File: config.mk
export PLATFORM = sky130hd
export DESIGN_NAME = dcm_top
export DESIGN_NICKNAME = d
export VERILOG_FILES = /design/src/dcm_pkg.sv /design/src/meas_fifo_if.sv /design/src/duty_meter.sv /design/src/meas_fifo.sv /design/src/wb_meas_port.sv /design/src/dcm_top.sv
export VERILOG_INCLUDE_DIRS = /design/src
export SDC_FILE = /design/constraint.sdc
export NUM_CORES = 1
export LEC_CHECK = 0
export BUFFER_PORTS_ARGS = -buffer_cell sky130_fd_sc_hd__buf_2
export CAP_MARGIN = 5
export CORE_MARGIN = 3
export CORE_UTILIZATION = 52
export CTS_CLUSTER_DIAMETER = 50
export DETAILED_ROUTE_END_ITERATION = 7
export HOLD_SLACK_MARGIN = 0.03
export PLACE_DENSITY_LB_ADDON = 0.2
export SLEW_MARGIN = 20
export SYNTH_ARGS = -nofsm -noshare
export SYNTH_HDL_FRONTEND = slang
export SYNTH_SLANG_ARGS = --single-unit
File: constraint.sdc
create_clock -name clk -period 69.4 [get_ports clk]
set_input_delay 13.88 -clock clk [delete_from_list [all_inputs] [get_ports clk]]
set_output_delay 13.88 -clock clk [all_outputs]
set_load 0.01 [all_outputs]
File: src/dcm_macros.svh
// ############################
// Widths, FIFO depth and register
// word addresses for the duty meter
// ############################
`ifndef DCM_MACROS_SVH
`define DCM_MACROS_SVH

// Record field widths
`define DCM_DUTY_W      7
`define DCM_PERIOD_W    16

`define DCM_FIFO_DEPTH  8
`define DCM_LEVEL_W     4   // Holds 0 to DCM_FIFO_DEPTH

// Wishbone word addresses
`define DCM_ADR_DATA    2'd0
`define DCM_ADR_STATUS  2'd1
`define DCM_ADR_CTRL    2'd2

`endif

File: src/dcm_pkg.sv
// ############################
// Record and register address types
// ############################
`include "dcm_macros.svh"

package dcm_pkg;

    // One measured period
    typedef struct packed {
        logic [`DCM_DUTY_W-1:0]   duty;     // 0 to 127
        logic [`DCM_PERIOD_W-1:0] period;   // In clock cycles
    } meas_rec_t;

    // Register words seen on the bus
    typedef enum logic [1:0] {
        REG_DATA   = `DCM_ADR_DATA,
        REG_STATUS = `DCM_ADR_STATUS,
        REG_CTRL   = `DCM_ADR_CTRL
    } reg_addr_t;

endpackage

File: src/meas_fifo_if.sv
// ############################
// FIFO read side to bus port
// ############################
`timescale 1ns/10ps
`include "dcm_macros.svh"

interface meas_fifo_if;
    import dcm_pkg::*;

    meas_rec_t               head;      // Oldest record
    logic                    empty;
    logic [`DCM_LEVEL_W-1:0] level;
    logic                    overflow;  // Sticky
    logic                    pop;
    logic                    clr_ovf;

    modport fifo_side (
        output head, empty, level, overflow,
        input  pop, clr_ovf
    );

    modport port_side (
        input  head, empty, level, overflow,
        output pop, clr_ovf
    );

endinterface

File: src/duty_meter.sv
// ############################
// Input sync, edge detect, period
// and high counters, duty calc
// ############################
`timescale 1ns/10ps
`include "dcm_macros.svh"

module duty_meter (
    input  logic               clk,
    input  logic               rst,
    input  logic               sig_in,
    input  logic               enable,
    output logic               push,
    output dcm_pkg::meas_rec_t rec
);
    localparam int PW = `DCM_PERIOD_W;
    localparam int DW = `DCM_DUTY_W;
    localparam int QW = PW + DW;
    localparam logic [PW-1:0] CNT_MAX  = '1;
    localparam logic [QW-1:0] DUTY_MAX = QW'((1 << DW) - 1);

    logic          sig_s1;
    logic          sig_s2;
    logic          sig_d;      // Delayed copy for edge detect
    logic          rise;
    logic          armed;      // A period is open
    logic [PW-1:0] period_cnt;
    logic [PW-1:0] high_cnt;
    logic [QW-1:0] quot;
    logic [DW-1:0] duty;

    always_ff @(posedge clk or negedge rst) begin
        if (!rst) begin
            sig_s1 <= 1'b0;
            sig_s2 <= 1'b0;
            sig_d  <= 1'b0;
        end else begin
            sig_s1 <= sig_in;
            sig_s2 <= sig_s1;
            sig_d  <= sig_s2;
        end
    end

    assign rise = sig_s2 & ~sig_d;

    // Quotient high * 128 / period
    always_comb begin
        if (period_cnt == '0)
            quot = '0;      // No open period
        else
            quot = {high_cnt, {DW{1'b0}}} / {{DW{1'b0}}, period_cnt};
    end

    assign duty = (quot > DUTY_MAX) ? DUTY_MAX[DW-1:0] : quot[DW-1:0];  // Full high

    always_ff @(posedge clk or negedge rst) begin
        if (!rst) begin
            armed      <= 1'b0;
            push       <= 1'b0;
            period_cnt <= '0;
            high_cnt   <= '0;
        end else begin
            push <= 1'b0;
            if (!enable) begin
                // Wait for a fresh opening edge
                armed      <= 1'b0;
                period_cnt <= '0;
                high_cnt   <= '0;
            end else if (rise) begin
                armed      <= 1'b1;
                push       <= armed;       // First edge only opens
                period_cnt <= PW'(1);
                high_cnt   <= PW'(1);      // Input is high in the edge cycle
            end else if (armed) begin
                if (period_cnt != CNT_MAX)
                    period_cnt <= period_cnt + 1'b1;
                if (sig_s2 && high_cnt != CNT_MAX)
                    high_cnt <= high_cnt + 1'b1;
            end
        end
    end

    // Record capture on a closing edge
    always_ff @(posedge clk) begin
        if (enable && rise && armed) begin
            rec.duty   <= duty;
            rec.period <= period_cnt;
        end
    end

endmodule

File: src/meas_fifo.sv
// ############################
// Record FIFO, level and overflow
// ############################
`timescale 1ns/10ps
`include "dcm_macros.svh"

module meas_fifo #(
    parameter int DEPTH = `DCM_FIFO_DEPTH
) (
    input  logic               clk,
    input  logic               rst,
    input  logic               push,
    input  dcm_pkg::meas_rec_t rec,
    meas_fifo_if.fifo_side     rd
);
    import dcm_pkg::*;

    localparam int PTR_W = $clog2(DEPTH);
    localparam logic [`DCM_LEVEL_W-1:0] FULL_LVL = DEPTH[`DCM_LEVEL_W-1:0];

    meas_rec_t               mem [DEPTH];
    logic [PTR_W-1:0]        wr_ptr;
    logic [PTR_W-1:0]        rd_ptr;
    logic [`DCM_LEVEL_W-1:0] count;
    logic                    ovf;
    logic                    full;
    logic                    do_push;
    logic                    do_pop;

    assign full    = (count == FULL_LVL);
    assign do_push = push && !full;
    assign do_pop  = rd.pop && !rd.empty;

    assign rd.empty    = (count == '0);
    assign rd.level    = count;
    assign rd.overflow = ovf;
    assign rd.head     = mem[rd_ptr];   // Oldest entry

    always_ff @(posedge clk) begin
        if (do_push)
            mem[wr_ptr] <= rec;
    end

    always_ff @(posedge clk or negedge rst) begin
        if (!rst) begin
            wr_ptr <= '0;
            rd_ptr <= '0;
            count  <= '0;
            ovf    <= 1'b0;
        end else begin
            if (do_push)
                wr_ptr <= wr_ptr + 1'b1;   // Wraps at DEPTH
            if (do_pop)
                rd_ptr <= rd_ptr + 1'b1;
            case ({do_push, do_pop})
                2'b10:   count <= count + 1'b1;
                2'b01:   count <= count - 1'b1;
                default: count <= count;
            endcase
            // A drop in the clear cycle keeps the flag set
            if (push && full)
                ovf <= 1'b1;
            else if (rd.clr_ovf)
                ovf <= 1'b0;
        end
    end

endmodule

File: src/wb_meas_port.sv
// ############################
// Wishbone slave, data/status/ctrl
// ############################
`timescale 1ns/10ps

module wb_meas_port (
    input  logic           clk,
    input  logic           rst,
    input  logic           wb_cyc,
    input  logic           wb_stb,
    input  logic           wb_we,
    input  logic [1:0]     wb_adr,
    input  logic [31:0]    wb_dat_w,
    output logic [31:0]    wb_dat_r,
    output logic           wb_ack,
    output logic           enable,
    meas_fifo_if.port_side rd
);
    import dcm_pkg::*;

    reg_addr_t   adr;
    logic        req;        // Request not yet acked
    logic        pop_q;
    logic        clr_q;
    logic [31:0] rdata;

    assign adr = reg_addr_t'(wb_adr);
    assign req = wb_cyc && wb_stb && !wb_ack;

    // Read mux
    always_comb begin
        rdata = '0;
        case (adr)
            REG_DATA: begin
                if (!rd.empty) begin
                    rdata[31:16] = rd.head.period;
                    rdata[15]    = 1'b1;          // Valid
                    rdata[6:0]   = rd.head.duty;
                end
            end
            REG_STATUS: begin
                rdata[3:0] = rd.level;
                rdata[8]   = rd.overflow;
                rdata[9]   = rd.empty;
            end
            REG_CTRL: rdata[0] = enable;
            default:  rdata = '0;
        endcase
    end

    always_ff @(posedge clk or negedge rst) begin
        if (!rst) begin
            wb_ack <= 1'b0;
            pop_q  <= 1'b0;
            clr_q  <= 1'b0;
            enable <= 1'b0;
        end else begin
            wb_ack <= req;
            // Both pulses line up with ack
            pop_q  <= req && !wb_we && (adr == REG_DATA) && !rd.empty;
            clr_q  <= req && wb_we && (adr == REG_STATUS) && wb_dat_w[8];
            if (req && wb_we && (adr == REG_CTRL))
                enable <= wb_dat_w[0];
        end
    end

    always_ff @(posedge clk) begin
        if (req && !wb_we)
            wb_dat_r <= rdata;
    end

    assign rd.pop     = pop_q;
    assign rd.clr_ovf = clr_q;

endmodule

File: src/dcm_top.sv
// ############################
// Duty cycle meter top level
// ############################
`timescale 1ns/10ps
`include "dcm_macros.svh"

module dcm_top (
    input  logic        clk,
    input  logic        rst,
    input  logic        sig_in,
    input  logic        wb_cyc,
    input  logic        wb_stb,
    input  logic        wb_we,
    input  logic [1:0]  wb_adr,
    input  logic [31:0] wb_dat_w,
    output logic [31:0] wb_dat_r,
    output logic        wb_ack
);
    import dcm_pkg::*;

    logic      push;
    logic      enable;     // From CTRL bit 0
    meas_rec_t rec;

    meas_fifo_if fifo_rd ();

    duty_meter u_meter (
        .clk    (clk),
        .rst    (rst),
        .sig_in (sig_in),
        .enable (enable),
        .push   (push),
        .rec    (rec)
    );

    meas_fifo #(
        .DEPTH (`DCM_FIFO_DEPTH)
    ) u_fifo (
        .clk  (clk),
        .rst  (rst),
        .push (push),
        .rec  (rec),
        .rd   (fifo_rd.fifo_side)
    );

    wb_meas_port u_port (
        .clk      (clk),
        .rst      (rst),
        .wb_cyc   (wb_cyc),
        .wb_stb   (wb_stb),
        .wb_we    (wb_we),
        .wb_adr   (wb_adr),
        .wb_dat_w (wb_dat_w),
        .wb_dat_r (wb_dat_r),
        .wb_ack   (wb_ack),
        .enable   (enable),
        .rd       (fifo_rd.port_side)
    );

endmodule

==> key figures <==
Detailed routing
  – DR vias/cell: about 6.3
  – Post-route DRC violation count: 0
  – Final ANT Viol Nets: 0
  – Vias: 22,800
  – Routed WL: 73,900 um
  – Pre-antenna DRT Iters: 5
  – WL per Instance: a little over 20 um
  – DR iter-0 viols: approximately 1,500

Die
  – Chip width: 233 um
  – Row cnt: 82
  – Core area: about 0.05 mm^2
  – I/O Pins: 73
  – Die height: 233 um
  – Die Footprint: 0.0545 mm^2
  – Initial Util: 0.531

Synthesis
  – Ys Warns: 0
  – Syn Std Cell Area: 0.0269 mm^2
  – Post-synthesis register bit count: around 290
  – Post-synth EDFFs: 233
  – Synth cell types: 114
  – Ys flop type: edfxtp_1
  – Avg Synthesized Cell Area: 9.40 um^2
  – FFs w/ async S/R, synth: 0.182
  – Cells after synthesis: between 2,000 and 3,000
  – Sequential fraction of the synthesis area: 0.309

Worst setup path
  – Slowest stage cell, crit path: or4b_4
  – Worst flop-to-flop path startpoint: u_meter.high_cnt[0]$_DFFE_PN0P_
  – CP Class: reg2reg
  – Critical path capture point type: register
  – Most used cell, CP: a21o_1
  – CP Launch Type: register
  – Crit path largest cell delay: 0.58 ns
  – Required time worst endpoint: 69.65 ns
  – Worst setup startpoint: u_meter.high_cnt[0]$_DFFE_PN0P_
  – Worst EP arrival: 64.97 ns
  – Critical path fanouts, max: 26

Timing
  – Fin crit share: 0.933
  – Fmax: ~15 MHz
  – Final hold slack: 0.355 ns
  – Pins Over Slew Limit: 0
  – Final setup violation count: 0
  – Final min period: 64.72 ns
  – Post-Route Skew: 0.0204 ns
  – Relative slew slack: 0.301
  – Final Hold Viols: 0
  – Slew @ Worst Pin: 1.04 ns

Clocking
  – CTS root buf: clkbuf_16
  – Number of CTS-inserted buffers: 28
  – TritonCTS clock tree: done
  – Clock sink total: 285
  – Worst-Skew Late Latency: 0.55 ns
  – Maximum buffer depth of the clock tree: 3
  – Clock slew seen by the registers of the worst setup and hold paths: around 0.06 ns
  – CTS H-Tree Depth: 1

Global route
  – Vias in the first global route: 22,000
  – Largest net degree at the start of global routing: 53
  – First-pass GRT wire length: between 100,000 and 150,000 um
  – Overflow after GRT: 0
  – Initial antenna violation count: 1
  – Global-route total usage across every layer: 0.265

Placement
  – IO Port Bufs: 36
  – RePlAce Congestion: 0.915
  – Hpwl dp: 53,900 um

Final layout
  – Nets: 3,236
  – Filler Cell Count: about 4,300
  – N_diodes: 0
  – Commonest cells after routing, fill and taps aside: nor2_1 (264), ha_1 (254), edfxtp_1 (233), nand2_1 (180), a21o_1 (168)
  – Most common cell after layout, fill and taps aside: nor2_1
  – P&R area growth vs syn: 10.1%
  – Layout cells sized above 1: 0.152

Worst hold path
  – Hold Crit Start: u_meter.sig_s1$_DFF_PN0_
  – Hold Crit Class: reg2reg

Run status
  – Status: finished clean

Flow run
  – Max_cap viols: 0
==> worst max-delay path: cells and delay by family, from the launching register on <==
family | cells | cell delay [ns]
AO/OA/AOI/OAI | 188 | 34.04
AND/OR/NAND/NOR | 103 | 15.97
flip-flops | 1 | 0.45
multiplexers | 9 | 2.59
XOR/XNOR | 5 | 1.04
buffers and inverters | 18 | 2.71
adder cells (fa/ha/maj) | 23 | 7.46
==> area by class of cell <==
type | count | area [um^2] | share of cell area
Clock buffer | 37 | 734 | 0.0248
Clock inverter | 14 | 118 | 0.00398
Inverter | 93 | 349 | 0.0118
Multi-Input combinational cell | 2378 | 18200 | 0.614
Sequential cell | 285 | 8300 | 0.281
Tap cell | 672 | 841 | 0.0284
Timing Repair Buffer | 154 | 1080 | 0.0366
==> what timing repair did <==
item                                   4_1_cts  5_1_grt
endpoints found under the hold margin        0        0
resized for setup                            0       74
setup endpoints to repair                    0        2
hold buffers                                 0        0
buffers inserted                             0       18
==> cells in the mapped netlist (64+ instances only) <==
library cell    n  share of area
a21o_1        169          0.047
clkbuf_1       78          0.011
nand3_1        71          0.013
edfxtp_1      233           0.26
mux2_2         87          0.036
a21oi_1       141          0.026
o21ai_0       123          0.023
nor3_1         98          0.018
o21a_1         80          0.022
ha_1          254           0.12
nand4_1        64          0.015
xnor2_1       101          0.033
nand2_1       183          0.026
xor2_1        107          0.035
nor2_1        274          0.038
inv_1          93          0.013
==> kinds of logic (layout without fill, tap and decap cells) <==
group	count (synthesis)	count (layout)	share of synthesized area
XOR/XNOR	211	211	0.0696
AND/OR/NAND/NOR	956	956	0.179
buffers and inverters	201	298	0.0304
other	1	6	0.000140
multiplexers	194	194	0.0985
flip-flops	285	285	0.309
AO/OA/AOI/OAI	753	753	0.194
adder cells (fa/ha/maj)	258	258	0.120
==> through the flow <==
stage / utilization / setup slack, ns / TNS, ns / instance area (um^2) / std cells
floorplan: - / 2.90 / 0 / 26900 / 2864
global placement: 0.559 / 1.84 / 0 / 28300 / 3564
detailed placement: 0.559 / 0.594 / 0 / 28300 / 3564
CTS: 0.576 / 0.255 / 0 / 29100 / 3615
global route: 0.585 / -0.0980 / -0.0980 / 29600 / 3633
finish: 0.585 / 4.68 / 0 / 29600 / 3633
==> state kept, by name, summed over array words and instances, names as in the netlist, 3 cells and up <==
register	flops
u_fifo.mem	184
u_fifo.rd.level	4
u_fifo.rd_ptr	3
u_fifo.wr_ptr	3
u_meter.high_cnt	16
u_meter.period_cnt	16
u_meter.rec	23
u_port.wb_dat_r	26
==> metal layers <==
layer | part of all wire | wire [um] | GRT usage
met3 | 0.045 | 3350 | 0.0216
met2 | 0.49 | 36000 | 0.471
met1 | 0.44 | 32500 | 0.348
met4 | 0.028 | 2060 | 0.0695
met5 | 0 | 0 | 0
==> worst paths after layout <==
| path | end | slack (ns) | cells after the start |
|---|---|---|---|
| setup / recovery | u_meter.rec[16]$_SDFFCE_PN1P_ | 4.68 | 346 |
| hold / removal | u_meter.sig_s2$_DFF_PN0_ | 0.35 | 0 |
| setup reg to reg | u_meter.rec[16]$_SDFFCE_PN1P_ | 4.68 | 346 |
| hold reg to reg | u_meter.sig_s2$_DFF_PN0_ | 0.35 | 0 |
| max in group asynchronous | u_meter.high_cnt[0]$_DFFE_PN0P_ | 55.40 | 2 |
| min in group asynchronous | u_fifo.rd_ptr[1]$_DFFE_PN0P_ | 13.45 | 2 |
Power is not shown: default switching activity piles up to over one toggle a cycle in this logic, so the estimate is an artifact.
